[config.mk]
export PLATFORM = sky130hd
export DESIGN_NAME = maze_game_top
export DESIGN_NICKNAME = d
export VERILOG_FILES = /design/src/design/game_pkg.sv /design/src/design/axil_cmd_write.sv /design/src/design/terrain_map.sv /design/src/design/player_mover.sv /design/src/design/point_spawner.sv /design/src/design/axil_status_read.sv /design/src/design/maze_game_top.sv
export SDC_FILE = /design/constraint.sdc
export NUM_CORES = 1
export LEC_CHECK = 0
export BUFFER_PORTS_ARGS = -buffer_cell sky130_fd_sc_hd__buf_2
export CORE_UTILIZATION = 60
export CTS_BUF_LIST = sky130_fd_sc_hd__clkbuf_4 sky130_fd_sc_hd__clkbuf_8
export DETAILED_ROUTE_END_ITERATION = 8
export MAX_ROUTING_LAYER = met4
export PLACE_DENSITY_LB_ADDON = 0.1
export SLEW_MARGIN = 20
export SYNTH_ARGS = -nofsm -noshare
export SYNTH_HDL_FRONTEND = slang
export SYNTH_SLANG_ARGS = --single-unit
[constraint.sdc]
create_clock -name clk -period 5.25 [get_ports clk]
set_clock_uncertainty 0.05 [all_clocks]
set_input_delay 1.575 -clock clk [delete_from_list [all_inputs] [get_ports clk]]
set_output_delay 1.575 -clock clk [all_outputs]
set_load 0.02 [all_outputs]
[src/design/game_pkg.sv]
package game_pkg;

    // Playfield size in tiles
    localparam int grid_cols   = 32;
    localparam int grid_rows   = 24;
    localparam int pillar_step = 4; // Interior pillars sit on multiples of this

    localparam int tile_x_w = 5;
    localparam int tile_y_w = 5;
    localparam int score_w  = 8;

    // Start tiles, the rival one is kept free but never occupied
    localparam logic [tile_x_w-1:0] start_x = 5'd1;
    localparam logic [tile_y_w-1:0] start_y = 5'd1;
    localparam logic [tile_x_w-1:0] rival_x = 5'd30;
    localparam logic [tile_y_w-1:0] rival_y = 5'd22;

    // First point after reset
    localparam logic [tile_x_w-1:0] point_init_x = 5'd16;
    localparam logic [tile_y_w-1:0] point_init_y = 5'd2;

    // LFSR seeds, any non-zero value works
    localparam logic [4:0] lfsr_x_seed = 5'd1;
    localparam logic [4:0] lfsr_y_seed = 5'd7;

    // Register byte offsets
    localparam logic [3:0] addr_cmd    = 4'h0;
    localparam logic [3:0] addr_player = 4'h4;
    localparam logic [3:0] addr_point  = 4'h8;
    localparam logic [3:0] addr_score  = 4'hC;

    localparam logic [1:0] resp_okay   = 2'd0;
    localparam logic [1:0] resp_slverr = 2'd2;

    typedef enum logic [2:0] {
        cmd_nop   = 3'd0,
        cmd_up    = 3'd1, // Row decreases
        cmd_down  = 3'd2,
        cmd_left  = 3'd3,
        cmd_right = 3'd4
    } game_cmd_e;

    typedef enum logic {
        spawn_hold   = 1'b0,
        spawn_search = 1'b1
    } spawn_state_e;

endpackage

[src/design/axil_cmd_write.sv]
`timescale 1ns/1ps

module axil_cmd_write import game_pkg::*; (
    input  logic        clk,
    input  logic        rst,
    input  logic [3:0]  awaddr,
    input  logic        awvalid,
    output logic        awready,
    input  logic [31:0] wdata,
    input  logic        wvalid,
    output logic        wready,
    output logic [1:0]  bresp,
    output logic        bvalid,
    input  logic        bready,
    output game_cmd_e   cmd,
    output logic        cmd_valid
);

    game_cmd_e decoded;
    logic      addr_hit;

    assign addr_hit = (awaddr == addr_cmd);

    // Codes above cmd_right fall back to a no-op
    always_comb begin
        case (wdata[2:0])
            3'd1:    decoded = cmd_up;
            3'd2:    decoded = cmd_down;
            3'd3:    decoded = cmd_left;
            3'd4:    decoded = cmd_right;
            default: decoded = cmd_nop;
        endcase
    end

    assign wready = awready; // Address and data are always taken together

    always_ff @(posedge clk) begin
        if (rst) begin
            awready   <= 1'b0;
            bvalid    <= 1'b0;
            cmd_valid <= 1'b0;
        end else begin
            cmd_valid <= 1'b0;
            if (awready) begin
                awready   <= 1'b0; // Single-cycle ready, the transfer happens here
                bvalid    <= 1'b1;
                cmd_valid <= addr_hit && (decoded != cmd_nop);
            end else if (!bvalid && awvalid && wvalid) begin
                awready <= 1'b1;
            end
            if (bvalid && bready) begin
                bvalid <= 1'b0;
            end
        end
    end

    always_ff @(posedge clk) begin
        if (awready) begin
            bresp <= addr_hit ? resp_okay : resp_slverr;
            cmd   <= decoded;
        end
    end

endmodule

[src/design/terrain_map.sv]
`timescale 1ns/1ps

module terrain_map import game_pkg::*; (
    input  logic [tile_x_w-1:0] ax,
    input  logic [tile_y_w-1:0] ay,
    input  logic [tile_x_w-1:0] bx,
    input  logic [tile_y_w-1:0] by,
    output logic                wall_a,
    output logic                wall_b
);

    // Border ring, pillar grid, and anything past the playfield edge
    function automatic logic is_wall(input logic [tile_x_w-1:0] x,
                                     input logic [tile_y_w-1:0] y);
        int  xi;
        int  yi;
        logic outside;
        logic border;
        logic pillar;
        xi      = int'(x);
        yi      = int'(y);
        outside = (xi >= grid_cols) || (yi >= grid_rows);
        border  = (xi == 0) || (yi == 0) || (xi == grid_cols - 1) || (yi == grid_rows - 1);
        pillar  = ((xi % pillar_step) == 0) && ((yi % pillar_step) == 0);
        return outside || border || pillar;
    endfunction

    assign wall_a = is_wall(ax, ay); // Player target
    assign wall_b = is_wall(bx, by); // Spawn candidate

endmodule

[src/design/player_mover.sv]
`timescale 1ns/1ps

module player_mover import game_pkg::*; (
    input  logic                clk,
    input  logic                rst,
    input  game_cmd_e           cmd,
    input  logic                cmd_valid,
    input  logic                wall_a,
    output logic [tile_x_w-1:0] player_x,
    output logic [tile_y_w-1:0] player_y,
    output logic [tile_x_w-1:0] target_x,
    output logic [tile_y_w-1:0] target_y
);

    // Neighbour tile for the pending command
    always_comb begin
        target_x = player_x;
        target_y = player_y;
        case (cmd)
            cmd_up: begin
                if (player_y != '0) begin
                    target_y = player_y - 1'b1;
                end
            end
            cmd_down: begin
                target_y = player_y + 1'b1; // Past the last row counts as a wall
            end
            cmd_left: begin
                if (player_x != '0) begin
                    target_x = player_x - 1'b1;
                end
            end
            cmd_right: begin
                target_x = player_x + 1'b1;
            end
            default: begin
                target_x = player_x;
                target_y = player_y;
            end
        endcase
    end

    always_ff @(posedge clk) begin
        if (rst) begin
            player_x <= start_x;
            player_y <= start_y;
        end else if (cmd_valid && !wall_a) begin
            player_x <= target_x; // Blocked moves are simply dropped
            player_y <= target_y;
        end
    end

endmodule

[src/design/point_spawner.sv]
`timescale 1ns/1ps

module point_spawner import game_pkg::*; (
    input  logic                clk,
    input  logic                rst,
    input  logic [tile_x_w-1:0] player_x,
    input  logic [tile_y_w-1:0] player_y,
    input  logic                wall_b,
    output logic [tile_x_w-1:0] cand_x,
    output logic [tile_y_w-1:0] cand_y,
    output logic [tile_x_w-1:0] point_x,
    output logic [tile_y_w-1:0] point_y,
    output logic                point_valid,
    output logic [score_w-1:0]  score
);

    logic [4:0]   lfsr_x;
    logic [4:0]   lfsr_y;
    logic [4:0]   lfsr_y_next;
    logic         hit;
    logic         cand_ok;
    spawn_state_e state;

    // x^5 + x^3 + 1, period 31
    function automatic logic [4:0] lfsr_step(input logic [4:0] v);
        return {v[3:0], v[4] ^ v[2]};
    endfunction

    // Both LFSRs share a period, so y takes one extra step per x period.
    // That slides the phase and the pair walks through all 961 combinations.
    always_comb begin
        lfsr_y_next = lfsr_step(lfsr_y);
        if (lfsr_x == lfsr_x_seed) begin
            lfsr_y_next = lfsr_step(lfsr_y_next);
        end
    end

    assign cand_x = lfsr_x - 5'd1; // 1..31 maps to columns 0..30
    assign cand_y = (lfsr_y >= grid_rows) ? lfsr_y - 5'(grid_rows) : lfsr_y;

    assign cand_ok = !wall_b
                  && !(cand_x == start_x && cand_y == start_y)
                  && !(cand_x == rival_x && cand_y == rival_y)
                  && !(cand_x == player_x && cand_y == player_y);

    always_ff @(posedge clk) begin
        if (rst) begin
            lfsr_x      <= lfsr_x_seed;
            lfsr_y      <= lfsr_y_seed;
            hit         <= 1'b0;
            state       <= spawn_hold;
            point_x     <= point_init_x;
            point_y     <= point_init_y;
            point_valid <= 1'b1;
            score       <= '0;
        end else begin
            lfsr_x <= lfsr_step(lfsr_x);
            lfsr_y <= lfsr_y_next;
            hit    <= point_valid && (player_x == point_x) && (player_y == point_y);
            case (state)
                spawn_hold: begin
                    if (hit) begin
                        score       <= score + 1'b1; // Wraps at 255
                        point_valid <= 1'b0;
                        state       <= spawn_search;
                    end
                end
                spawn_search: begin
                    if (cand_ok) begin
                        point_x     <= cand_x;
                        point_y     <= cand_y;
                        point_valid <= 1'b1;
                        state       <= spawn_hold;
                    end
                end
                default: state <= spawn_hold;
            endcase
        end
    end

endmodule

[src/design/axil_status_read.sv]
`timescale 1ns/1ps

module axil_status_read import game_pkg::*; (
    input  logic                clk,
    input  logic                rst,
    input  logic [3:0]          araddr,
    input  logic                arvalid,
    output logic                arready,
    output logic [31:0]         rdata,
    output logic [1:0]          rresp,
    output logic                rvalid,
    input  logic                rready,
    input  logic [tile_x_w-1:0] player_x,
    input  logic [tile_y_w-1:0] player_y,
    input  logic [tile_x_w-1:0] point_x,
    input  logic [tile_y_w-1:0] point_y,
    input  logic                point_valid,
    input  logic [score_w-1:0]  score
);

    logic [31:0] rd_word;
    logic [1:0]  rd_resp;

    always_comb begin
        rd_word = '0;
        rd_resp = resp_okay;
        case (araddr)
            addr_player: begin
                rd_word[4:0]  = player_x;
                rd_word[12:8] = player_y;
            end
            addr_point: begin
                rd_word[4:0]  = point_x;
                rd_word[12:8] = point_y;
                rd_word[16]   = point_valid;
            end
            addr_score: rd_word[7:0] = score;
            addr_cmd:   rd_word = '0; // Command register reads back as zero
            default:    rd_resp = resp_slverr;
        endcase
    end

    assign arready = !rvalid; // One read in flight at a time

    always_ff @(posedge clk) begin
        if (rst) begin
            rvalid <= 1'b0;
        end else if (arvalid && arready) begin
            rvalid <= 1'b1;
        end else if (rready) begin
            rvalid <= 1'b0;
        end
    end

    // Data is frozen at the address transfer and held until accepted
    always_ff @(posedge clk) begin
        if (arvalid && arready) begin
            rdata <= rd_word;
            rresp <= rd_resp;
        end
    end

endmodule

[src/design/maze_game_top.sv]
`timescale 1ns/1ps

module maze_game_top import game_pkg::*; (
    input  logic        clk,
    input  logic        rst,
    input  logic [3:0]  awaddr,
    input  logic        awvalid,
    output logic        awready,
    input  logic [31:0] wdata,
    input  logic        wvalid,
    output logic        wready,
    output logic [1:0]  bresp,
    output logic        bvalid,
    input  logic        bready,
    input  logic [3:0]  araddr,
    input  logic        arvalid,
    output logic        arready,
    output logic [31:0] rdata,
    output logic [1:0]  rresp,
    output logic        rvalid,
    input  logic        rready
);

    game_cmd_e             cmd;
    logic                  cmd_valid;
    logic [tile_x_w-1:0]   player_x;
    logic [tile_y_w-1:0]   player_y;
    logic [tile_x_w-1:0]   target_x;
    logic [tile_y_w-1:0]   target_y;
    logic [tile_x_w-1:0]   cand_x;
    logic [tile_y_w-1:0]   cand_y;
    logic [tile_x_w-1:0]   point_x;
    logic [tile_y_w-1:0]   point_y;
    logic                  point_valid;
    logic [score_w-1:0]    score;
    logic                  wall_a;
    logic                  wall_b;

    axil_cmd_write u_axil_cmd_write (
        .clk, .rst, .awaddr, .awvalid, .awready, .wdata, .wvalid, .wready,
        .bresp, .bvalid, .bready, .cmd, .cmd_valid
    );

    player_mover u_player_mover (
        .clk, .rst, .cmd, .cmd_valid, .wall_a,
        .player_x, .player_y, .target_x, .target_y
    );

    // Port A serves the mover, port B the spawner
    terrain_map u_terrain_map (
        .ax(target_x), .ay(target_y), .bx(cand_x), .by(cand_y),
        .wall_a, .wall_b
    );

    point_spawner u_point_spawner (
        .clk, .rst, .player_x, .player_y, .wall_b, .cand_x, .cand_y,
        .point_x, .point_y, .point_valid, .score
    );

    axil_status_read u_axil_status_read (
        .clk, .rst, .araddr, .arvalid, .arready, .rdata, .rresp, .rvalid, .rready,
        .player_x, .player_y, .point_x, .point_y, .point_valid, .score
    );

endmodule

---- After elaboration in Yosys (flattened, before gate mapping) ----
Index checks and enable logic that the tools add are counted.
operators by class
  add/sub/neg operators ................... 7
  order comparisons ....................... 3
  equality and inequality tests ........... 26
  multiplexer cells ....................... 20
  bitwise logic cells ..................... 5
  reduce and logical (&&, ||, !) cells .... 54
operator list
  kind                 number
  $logic_not 32->1     4
  $pmux 5 s2           3
  $eq 5x1->1 const B   5
  $eq 5x5->1           4
  $eq 5x5->1 const B   4
  $logic_not 5->1      4
  $mux 5               4
  $logic_and 1x1->1    16
  $ge 5x5->1 const B   3
  $pmux 5 s3           1
  $sub 5x1->5 const B  3
  $eq 3x2->1 const B   4
  $pmux 3 s4           1
  $add 5x1->5 const B  2
  $logic_or 1x1->1     10
  $reduce_bool 5->1    2
  $add 8x1->8 const B  1
  $eq 4x4->1 const B   2
  $logic_not 4->1      2
  $logic_not 1->1      7
  $mux 1               7
  $eq 3x1->1 const B   2
  $eq 3x3->1 const B   2
  $reduce_and 2->1     3
  other kinds (11)     19
storage, ports and cells
  register bits after elaboration ......... 66
  bits of input ports ..................... 47
  output and inout port bits .............. 41

---- Longest topological paths before layout ----
Gate-level depths: netlist of run 1.
  word-level depth ........................ 14
  mapped depth ............................ 11
  mapped depth without buffers ............ 9

---- Cells and area by module ----
Synthesis of run 1 repeated with hierarchy kept, for this count alone.
unflattened totals
  cell total of the unflattened synthesis .. 425
  area, all modules ....................... 4018.9 sq um
by module, submodules not included
  module            times used  cells an instance  area each (sq um)  sequential area each (sq um)
  point_spawner     1           178                1710.4             620.6
  player_mover      1           126                964.7              200.2
  axil_status_read  1           82                 948.4              470.5
  axil_cmd_write    1           21                 282.8              180.2
  terrain_map       1           18                 112.6              0.0

---- Worst setup path after synthesis of run 1 ----
OpenSTA, ideal clock, no wires.
  path kind ............................... input port to flip-flop
  start ................................... input arvalid
  end ..................................... register u_axil_status_read.rdata[0] (enable)
  arrival time ............................ 2296 ps
  setup slack ............................. 2515 ps
  cell stages on the path ................. 1
  buffers on the path ..................... 0
  cell sequence ........................... nor2b_1
on the way
  word-level cells in the longest chain between the ends .. 1
ends and longest elaborated chain
  item                    line                    RTL
  start: declaration      maze_game_top.sv:16     input logic arvalid,
  $logic_and 1x1->1       axil_status_read.sv:57  if (arvalid && arready) begin
  end signal: assignment  axil_status_read.sv:58  rdata <= rd_word;
  end: declaration        axil_status_read.sv:9   output logic [31:0] rdata,
Every way passes these cells.
A chain may end at the register's enable or synchronous reset.

---- Worst setup path in the final report of run 1 ----
  start ................................... register u_player_mover.player_x[0]
  end ..................................... register u_player_mover.player_x[0]
on the way
  word-level cells in the longest chain between the ends .. 11
  elaborated cells on any way between the ends .. 16
ends and longest elaborated chain
  item                                              line                                    RTL
  start: declaration                                player_mover.sv:9                       output logic [tile_x_w-1:0] player_x,
  start signal: assignment                          player_mover.sv:45                      player_x <= start_x;
  start signal: assignment                          player_mover.sv:48                      player_x <= target_x;
  $sub 5x1->5 or $reduce_bool 5->1 (tied branches)  player_mover.sv:30, player_mover.sv:29
  $mux 5                                            player_mover.sv:29                      if (player_x != '0) begin
  $pmux 5 s2 *                                      player_mover.sv:19                      case (cmd)
  $logic_not 5->1                                   terrain_map.sv:23                       border = (xi == 0) || (yi == 0) || (xi == grid_cols - 1) || (yi == grid_rows - 1);
  $logic_or 1x1->1 (3 in series)                    terrain_map.sv:23
  $logic_or 1x1->1 (2 in series)                    terrain_map.sv:25                       return outside || border || pillar;
  $logic_not 1->1                                   player_mover.sv:47                      end else if (cmd_valid && !wall_a) begin
  $logic_and 1x1->1                                 player_mover.sv:47
Every way passes the cells marked *; elsewhere a longest branch is shown, timed or not.

==> results of run 1 <==
[layer usage]
layer	up-vias	routed length, um
met3	8	443
met1	1604	4170
met5	-	0
li1	1651	-
met2	103	3830
met4	0	127
[cells in the mapped netlist, drive strengths merged (11+ instances only)]
cell type  instances  share of area, %
dfxtp             45                22
nor2              39               3.6
buf               37               6.0
o21ai             23               2.9
nand2             22               2.1
a21oi             21               2.8
edfxtp            19                14
clkbuf            18               1.7
nor3              18               2.2
xor2              18               3.9
nand3             15               1.9
inv               14               1.3
xnor2             13               2.8
a22oi             11               2.2
a31oi             11               2.1
ha                11               3.4
[metrics by stage]
step / area, um^2 / setup slack (ns) / total power [mW] / instances
floorplan: 4080 / 2.52 / 0.698 / 473
finish: 4290 / 2.10 / 1.19 / 549
detailed placement: 4060 / 1.96 / 0.724 / 533
CTS: 4290 / 2.15 / 1.20 / 549
global placement: 4060 / 1.99 / 0.719 / 533
global route: 4290 / 1.90 / 1.25 / 549
[critical path, stage by stage, from the launching register on]
cell and delay, ns:
dfxtp_1 0.48, inv_1 0.22, ha_1 0.25, or4b_4 0.49, nand2_1 0.20, o311ai_0 0.14, and4_1 0.22, nor2_1 0.62
and4_1 0.29, o21ai_1 0.05
[area by class of cell]
cell class | instances | area (um^2) | share of cell area (%)
Sequential cell | 64 | 1470 | 34.3
Multi-Input combinational cell | 340 | 2250 | 52.5
Clock inverter | 7 | 103 | 2.39
Inverter | 14 | 52.6 | 1.22
Clock buffer | 9 | 124 | 2.89
Timing Repair Buffer | 38 | 190 | 4.43
Tap cell | 77 | 96.3 | 2.25
[logic make-up after synthesis]
family	Yosys count	share of synthesized area, %
xor+xnor	31	6.77
fa+ha+maj	11	3.43
flops	64	36.7
simple gates	166	23.4
compound gates	108	19.6
other cells	1	0.0935
buf+inv	69	9.01
mux	4	1.06
[how the worst min path moves through the flow]
stage | from | to | cells past startpoint
after floorplan | u_point_spawner.point_valid | u_point_spawner.point_valid | 1
after CTS | u_axil_cmd_write.bvalid | u_axil_cmd_write.bvalid | 1
after global routing | u_axil_cmd_write.bvalid | u_axil_cmd_write.bvalid | 1
final | u_axil_cmd_write.bvalid | u_axil_cmd_write.bvalid | 1
after detailed placement | u_axil_cmd_write.bvalid | u_axil_cmd_write.bvalid | 1
after global placement | u_axil_cmd_write.bvalid | u_axil_cmd_write.bvalid | 1
[power groups by stage]
stage / clock network, mW / registers, mW / logic (mW)
2_1_floorplan: 0 / 0.559 / 0.139
3_3_place_gp: 0 / 0.565 / 0.154
3_5_place_dp: 0 / 0.566 / 0.158
4_1_cts: 0.488 / 0.555 / 0.158
5_1_grt: 0.512 / 0.559 / 0.177
6_report: 0.480 / 0.555 / 0.159
[flip-flops by register name, summed over array words and instances, names as in the netlist]
name	count
u_player_mover.player_x	5
u_point_spawner.lfsr_y	5
u_axil_cmd_write.bvalid	1
u_point_spawner.point_y	5
u_point_spawner.score	8
u_axil_status_read.rvalid	1
u_axil_cmd_write.cmd	3
u_axil_cmd_write.bresp	1
u_axil_status_read.rresp	1
u_axil_status_read.rdata	14
u_point_spawner.lfsr_x	5
u_point_spawner.state	1
u_point_spawner.point_x	5
u_axil_cmd_write.cmd_valid	1
u_point_spawner.point_valid	1
u_player_mover.player_y	5
u_axil_cmd_write.awready	1
u_point_spawner.hit	1
==> out/summary.txt, run 1 <==
Outcome -> completed
Post-Syn Area -> 4010 um^2
Reg power frac -> 46.5%
CP Max Fanout -> 12
Final hold vios -> 0
Core Region -> 6390 um^2
Maximum vdd drop -> 0.241 mV
Vias in the first global route -> 2973
Setup_tns -> 0 ns
Sequential-to-total area share from yosys stat -> 36.7%
F_max -> 318 MHz
Vias per cell -> 6.13
Sw Share -> 28.5%
Worst min path class -> reg2reg
Placer Congestion -> 0.894
YS warnings -> 0
Number of flops mapped to enable cells by yosys -> 19
Yosys reg bits -> 64
Post-synth cell types -> 75
Net count, final -> 525
Largest net degree at the start of global routing -> 40
Setup crit start kind -> flop
Switch Pwr -> 0.341 mW
Fin util -> 67.2%
GR Util met1 -> 36.6%
Die Y -> 83.8 um
Synth Area per Inst -> 8.84 um^2
I/O pins -> 88
WP data arrival -> 3.32 ns
Dpl hpwl -> 5.99 mm
Synth Instances -> 454
Met2 usage -> 39.8%
Area growth syn-to-layout -> 6.92%
Fillers -> 557
GR Util All Layers -> 26.7%
Avg WL per Cell -> 15.6 um
P_leak -> 1.62 nW
Busiest grt layer -> met2
Ys async rst share -> 0%
Logic pwr share -> 13.3%
Ant diodes -> 0
Post-CTS Setup Inserts -> 0
CP required -> 5.42 ns
Slew Viols, Final -> 0
Top_reg_cell synth -> dfxtp_1
Worst-skew pair later-pin latency -> 0.35 ns
Starting Density -> 62.8%
Number of vias in the routed layout -> 3366
Global route total overflow -> 0
R2R cell count -> 9
CP Capture Type -> flop
DR iter-0 viols -> 226
DRC Markers -> 0
Clk buf depth -> 2
H-tree levels -> 3
Min Hold Slack -> 0.421 ns
Pint -> 0.853 mW
PortBufs -> 38
Total Wirelength -> 8.58 mm
Drt pass-1 iters -> 5
Number of nets with antenna violations after routing -> 0
Hold_buf cts -> 0
Measured slew at the worst slew-check pin -> 1.02 ns
Width of the die -> 83.8 um
Critical path capture point -> u_player_mover.player_x[0]
Post-cts sizing count -> 0
Most frequent cells in the layout -> dfxtp_1 (45), nor2_1 (39), buf_2 (38)
RSZ-0062 raised after global routing -> false
Relative slew slack -> 31.1%
Clock sink total -> 64
Site Rows -> 29
Launch point of the worst reg-to-reg path -> u_player_mover.player_x[0]
CTS clock-pin slew for the worst setup and hold paths -> 0.07 ns
Total Die Area -> 7020 um^2
CP startpoint -> u_player_mover.player_x[0]
Reg-to-Reg End -> u_player_mover.player_x[0]
Met3 Use GR -> 4.95%
Share of layout cells above drive strength 1 -> 16.5%
Fin crit period -> 3.15 ns
Power Density -> 278 nW/um^2
First-pass GRT wire length -> 14.6 mm
Most common cell after layout, fill and taps aside -> dfxtp_1
Antenna violations before repair -> 0
Clk pwr share -> 40.2%
CTS root buf -> clkbuf_8
Maxcap violations -> 0
Final setup vio count -> 0
Tcrit/Tclk final -> 59.9%
CTS tree -> yes
Num CTS Buffers -> 9
Setup CP Type -> reg2reg
Reg2reg setup slack -> 2.10 ns
No activity file was read; power rests on OpenSTA's default activity.
==> run 2: changes to the inputs <==
- CORE_UTILIZATION: 60 -> 51
- clock period: 5.25 -> 2.6 ns (I/O delays scaled with it)
==> out/summary.txt, run 2 (synthesized netlist as in run 1, its figures left out) <==
Measured slew at the worst slew-check pin -> 0.659 ns (-0.364 ns)
Vias in the first global route -> 3057 (+2.8%)
Total Die Area -> 8230 um^2 (+17%)
Num CTS Buffers -> 9 (unchanged)
H-tree levels -> 3 (unchanged)
Fin util -> 63.9% (-3.3 points)
Site Rows -> 31 (+6.9%)
First-pass GRT wire length -> 14.9 mm (+2.3%)
Width of the die -> 90.7 um (+8.3%)
Number of vias in the routed layout -> 3527 (+4.8%)
Pint -> 1.77 mW (+110%)
Met3 WL post-DR -> 568 um (+28%)
Maxcap violations -> 0 (unchanged)
Setup WS pre-CTS -> 0.00493 ns (-1.96 ns)
Critical Path Stages -> 9 (unchanged)
Switch Pwr -> 0.707 mW (+110%)
Layout Cells excl Fill -> 622 (+13%)
CP Capture Type -> flop
F_max -> 389 MHz (+23%)
Clock sink total -> 64 (unchanged)
Starting Density -> 53.9% (-9.0 points)
Met2 WL -> 4.17 mm (+8.8%)
Dpl hpwl -> 6.46 mm (+7.7%)
CP Max Fanout -> 12 (unchanged)
Hold_buf cts -> 0 (unchanged)
GR Util All Layers -> 23.4% (-3.3 points)
Reg2reg setup slack -> 0.03 ns (-2.07 ns)
Antenna violations before repair -> 0 (unchanged)
RSZ-0062 raised after global routing -> true
Ant diodes -> 0 (unchanged)
Launch point of the worst reg-to-reg path -> u_player_mover.player_x[0]
Max FFs per register -> 14 (unchanged)
Largest register by flop count -> u_axil_status_read.rdata
Placed insts -> 589 (+11%)
Slew Viols, Final -> 0 (unchanged)
WP data arrival -> 2.73 ns (-0.59 ns)
Drt pass-1 iters -> 5 (unchanged)
Setup ws final -> 0.0320 ns (-2.07 ns)
Setup crit start kind -> flop
Power Total -> 2.48 mW (+110%)
Min Hold Slack -> 0.426 ns (+0.00439 ns)
Crit path max-delay family -> compound AO/OA/AOI/OAI gates
CTS tree -> yes
CTS clock-pin slew for the worst setup and hold paths -> 0.08 ns (about the same)
Critical path capture point -> u_player_mover.player_x[1]
Logic pwr share -> 16.4% (+3.1 points)
I/O pins -> 88 (unchanged)
CTS root buf -> clkbuf_8
Sw Share -> 28.6% (about the same)
Fin crit period -> 2.57 ns (-0.579 ns)
Share of layout cells above drive strength 1 -> 27.0% (+10 points)
Largest regs -> u_axil_status_read.rdata: 14 flops, u_point_spawner.score: 8 flops
R2R cell count -> 9 (unchanged)
Maximum vdd drop -> 0.477 mV (+98%)
CP required -> 2.76 ns (-2.66 ns)
Fillers -> 652 (+17%)
Final hold vios -> 0 (unchanged)
CP startpoint -> u_player_mover.player_x[0]
DRC Markers -> 0 (unchanged)
Reg-to-Reg End -> u_player_mover.player_x[1]
Total Wirelength -> 9.41 mm (+9.6%)
CP cell instances -> inv_2, ha_2, or4b_4, a2111oi_4, a311oi_2, o31a_1, o221a_4, a31oi_1, o311ai_1
Number of nets with antenna violations after routing -> 0 (unchanged)
DR iter-0 viols -> 243 (+7.5%)
Core Region -> 7450 um^2 (+17%)
Crit path buf inv count -> 1 (unchanged)
Tcrit/Tclk final -> 98.8% (+39 points)
Power Density -> 521 nW/um^2 (+87%)
Vias per cell -> 5.67 (-7.5%)
Net count, final -> 576 (+9.7%)
Clk buf depth -> 2 (unchanged)
Largest net degree at the start of global routing -> 39 (-2.5%)
WL met1 -> 4.49 mm (+7.7%)
Most common cell after layout, fill and taps aside -> buf_4
Clk pwr share -> 39.3% (-0.9 points)
Relative slew slack -> 56.0% (+25 points)
Outcome -> completed
Highest metal used -> met4
Setup CP Type -> reg2reg
P_leak -> 1.88 nW (+16%)
Worst-skew pair later-pin latency -> 0.34 ns (about the same)
Reg power frac -> 44.3% (-2.2 points)
Crit path max-delay cell type -> or4b_4
Global route total overflow -> 0 (unchanged)
Die Y -> 90.7 um (+8.3%)
PortBufs -> 38 (unchanged)
Placer Congestion -> 0.850 (-5.0%)
Avg WL per Cell -> 15.1 um (-3.2%)
Final setup vio count -> 0 (unchanged)
Worst min path class -> reg2reg
Critical path's largest stage delay -> 0.50 ns (-0.12 ns)
Most frequent cells in the layout -> buf_4 (48), dfxtp_1 (44), buf_2 (40)
Area growth syn-to-layout -> 18.5%
## run 2: cell types whose count changed in the layout (fill, tap and decap cells not counted), moves of 2 or more
cell / previous run / this run
buf_2: 38 / 40
buf_4: 0 / 48
ha_1: 11 / 8
ha_2: 0 / 3
inv_1: 14 / 12
inv_2: 0 / 2
## run 2: final cells by class
| type | instances | area (um^2) | area share [%] |
|---|---|---|---|
| Clock buffer | 9 | 124 | 2.60 |
| Clock inverter | 7 | 104 | 2.18 |
| Inverter | 14 | 52.6 | 1.10 |
| Multi-Input combinational cell | 340 | 2310 | 48.6 |
| Sequential cell | 64 | 1470 | 31.0 |
| Tap cell | 99 | 124 | 2.60 |
| Timing Repair Buffer | 89 | 566 | 11.9 |
## run 2: how the worst min path moves through the flow
stage | startpoint | end | cells after the start
floorplan | u_point_spawner.point_valid | u_point_spawner.point_valid | 1
global placement | u_axil_cmd_write.bvalid | u_axil_cmd_write.bvalid | 1
detailed placement | u_point_spawner.hit | u_point_spawner.state | 2
CTS | u_point_spawner.hit | u_point_spawner.state | 2
global route | u_point_spawner.hit | u_point_spawner.state | 2
finish | u_point_spawner.hit | u_point_spawner.state | 2
## run 2: what timing repair did
item / 4_1_cts / 5_1_grt
resized for setup: 2 / 12
endpoints found under the hold margin: 0 / 0
setup buffers: 0 / 17
pin swaps: 0 / 4
setup endpoints to repair: 2 / 16
## run 2: routing by layer
layer | up-vias | global-route usage, %
met5 | - | -
met4 | 0 | 8.87
met3 | 16 | 3.28
met2 | 132 | 35.6
met1 | 1635 | 31.5
li1 | 1744 | -
## run 2: power by group through the flow
stage	combinational (mW)	clock, mW	sequential (mW)
3_5_place_dp	0.376	0	1.12
4_1_cts	0.380	0.997	1.10
2_1_floorplan	0.283	0	1.13
3_3_place_gp	0.371	0	1.12
6_report	0.406	0.973	1.10
5_1_grt	0.446	1.04	1.10
## run 2: per-stage QoR
stage	TNS (ns)	cell area, um^2
CTS	0	4590
global route	-0.354	4760
global placement	0	4340
finish	0	4760
detailed placement	0	4340
floorplan	0	4090
## run 2: tightest hold or removal path: cells and delay by family (launching register included)
family / cells / cell delay, ns
and+or+nand+nor: 2 / 0.13
DFF: 1 / 0.31
==> run 3: changes to the inputs <==
--- a/config.mk
+++ b/config.mk
@@ -10,6 +10,6 @@
 export CTS_BUF_LIST = sky130_fd_sc_hd__clkbuf_4 sky130_fd_sc_hd__clkbuf_8
 export DETAILED_ROUTE_END_ITERATION = 8
-export MAX_ROUTING_LAYER = met4
 export PLACE_DENSITY_LB_ADDON = 0.1
+export REMOVE_ABC_BUFFERS = 1
 export SLEW_MARGIN = 20
 export SYNTH_ARGS = -nofsm -noshare
==> constraint.sdc (replaced) <==
create_clock -name clk -period 2.6 [get_ports clk]
set_clock_uncertainty 0.05 [all_clocks]
set_input_delay 0.39 -clock clk [delete_from_list [all_inputs] [get_ports clk]]
set_output_delay 0.39 -clock clk [all_outputs]
set_load 0.02 [all_outputs]
==> out/summary.txt, run 3 (synthesized netlist as in run 1, its figures left out) <==
Outcome -> completed
P_leak -> 1.91 nW (+2.1%)
CP required -> 2.76 ns (about the same)
CTS clock-pin slew for the worst setup and hold paths -> 0.07 ns (about the same)
Vias per cell -> 5.66 (-0.19%)
Hold_buf cts -> 0 (unchanged)
Net count, final -> 580 (+0.69%)
GR Util All Layers -> 22.4% (-1.0 points)
CTS root buf -> clkbuf_8
Sw Share -> 30.3% (+1.8 points)
Clk buf depth -> 2 (unchanged)
Met2 WL -> 4.42 mm (+5.9%)
Site Rows -> 31 (unchanged)
Fillers -> 644 (-1.2%)
CP cell instances -> buf_4, nor3b_4, a2111oi_4, a311oi_2, o31a_1, o221ai_4, buf_4, o21ai_0, a21oi_1
Fin crit period -> 2.54 ns (-0.0231 ns)
Power Density -> 466 nW/um^2 (-11%)
Final Instance Area -> 4860 um^2 (+2.1%)
Dpl hpwl -> 6.73 mm (+4.2%)
Num CTS Buffers -> 9 (unchanged)
Switch Pwr -> 0.686 mW (-3.0%)
Setup ws final -> 0.0552 ns (+0.0231 ns)
WP data arrival -> 2.70 ns (-0.03 ns)
Tcrit/Tclk final -> 97.9% (-0.89 points)
Core Region -> 7450 um^2 (unchanged)
Total Wirelength -> 9.42 mm (about the same)
Relative slew slack -> 58.2% (+2.3 points)
CTS tree -> yes
Antenna violations before repair -> 0 (unchanged)
Width of the die -> 90.7 um (unchanged)
Highest metal used -> met4
Setup_tns -> 0 ns (unchanged)
Most frequent cells in the layout -> buf_4 (51), dfxtp_1 (42), buf_2 (39)
Crit path max-delay family -> compound AO/OA/AOI/OAI gates
Critical path's largest stage delay -> 0.54 ns (+0.04 ns)
I/O pins -> 88 (unchanged)
Number of vias in the routed layout -> 3543 (+0.45%)
Reg power frac -> 48.6% (+4.3 points)
Measured slew at the worst slew-check pin -> 0.625 ns (-0.0339 ns)
Cell Area, Placed -> 4400 um^2 (+1.2%)
Maxcap violations -> 0 (unchanged)
Global route total overflow -> 0 (unchanged)
Setup CP Type -> reg2reg
Final setup vio count -> 0 (unchanged)
WL met1 -> 4.35 mm (-3.2%)
Crit path max-delay cell type -> edfxtp_1
Worst-skew pair later-pin latency -> 0.34 ns (about the same)
F_max -> 393 MHz (+0.91%)
Worst min path class -> in2reg
Crit path top cell by count -> buf_4
H-tree levels -> 3 (unchanged)
Drt pass-1 iters -> 5 (unchanged)
Logic pwr share -> 18.8% (+2.4 points)
First-pass GRT wire length -> 14.8 mm (-0.51%)
Maximum vdd drop -> 0.389 mV (-19%)
Largest regs -> u_axil_status_read.rdata: 14 flops, u_point_spawner.score: 8 flops
DRC Markers -> 0 (unchanged)
CP Max Fanout -> 8 (-4)
Pint -> 1.57 mW (-11%)
Max FFs per register -> 14 (unchanged)
Largest register by flop count -> u_axil_status_read.rdata
Vias in the first global route -> 3092 (+1.1%)
Total Die Area -> 8230 um^2 (unchanged)
Avg WL per Cell -> 15.0 um (-0.54%)
CP Capture Type -> flop
Crit path buf inv count -> 2 (+1)
Clk pwr share -> 32.6% (-6.7 points)
PortBufs -> 38 (unchanged)
Placer Congestion -> 0.832 (-2.0%)
Number of nets with antenna violations after routing -> 0 (unchanged)
DR iter-0 viols -> 244 (+0.41%)
Setup WS pre-CTS -> -0.174 ns (-0.179 ns)
Share of layout cells above drive strength 1 -> 30.6% (+3.6 points)
Clock sink total -> 64 (unchanged)
Met3 WL post-DR -> 513 um (-9.7%)
Slew Viols, Final -> 0 (unchanged)
Setup crit start kind -> flop
Ant diodes -> 0 (unchanged)
Largest net degree at the start of global routing -> 39 (unchanged)
Die Y -> 90.7 um (unchanged)
Area growth syn-to-layout -> 21.0%
Final hold vios -> 0 (unchanged)
Most common cell after layout, fill and taps aside -> buf_4
Starting Density -> 53.9% (unchanged)
run 3: final timing paths:
| kind | cells past startpoint | to | slack, ns | startpoint |
|---|---|---|---|---|
| max | 9 | u_player_mover.player_y[3] | 0.06 | u_axil_cmd_write.cmd[1] |
| min | 2 | u_axil_status_read.rvalid | 0.18 | rready |
| max reg2reg | 9 | u_player_mover.player_y[3] | 0.06 | u_axil_cmd_write.cmd[1] |
| min reg2reg | 2 | u_point_spawner.state | 0.43 | u_point_spawner.hit |
run 3: layout make-up:
cell class,count,area (um^2),share of cell area [%]
multi-input combinational,340,2420,49.9
sequential,64,1480,30.4
timing repair buffer,93,606,12.5
clock buffer,9,124,2.55
tap,99,124,2.55
inverter,14,52.6,1.08
clock inverter,7,47.5,0.979
run 3: what timing repair did:
| action | 4_1_cts | 5_1_grt |
|---|---|---|
| pin swaps | 0 | 15 |
| endpoints found under the setup margin | 10 | 12 |
| resized for setup | 6 | 39 |
| setup buffers | 0 | 14 |
run 3: per-stage QoR:
stage | hold WS (ns) | instances | utilization (%) | power [mW]
after global routing | 0.168 | 626 | 65.2 | 2.37
after floorplan | 0.393 | 418 | - | 1.36
after global placement | 0.403 | 596 | 59.0 | 1.50
final | 0.181 | 626 | 65.2 | 2.26
after detailed placement | 0.408 | 596 | 59.0 | 1.51
after CTS | 0.172 | 612 | 61.8 | 2.26
run 3: power groups by stage:
stage	Sequential [mW]	Clock, mW	Combinational, mW
after floorplan	1.15	0	0.213
after global placement	1.12	0	0.381
after detailed placement	1.12	0	0.388
after CTS	1.10	0.764	0.394
after global routing	1.10	0.802	0.465
final	1.10	0.737	0.426
run 3: per-layer routing:
layer,vias to the layer above,global-route usage (%)
li1,1751,-
met1,1657,30.2
met2,121,36.2
met3,14,4.88
met4,0,5.65
met5,-,0
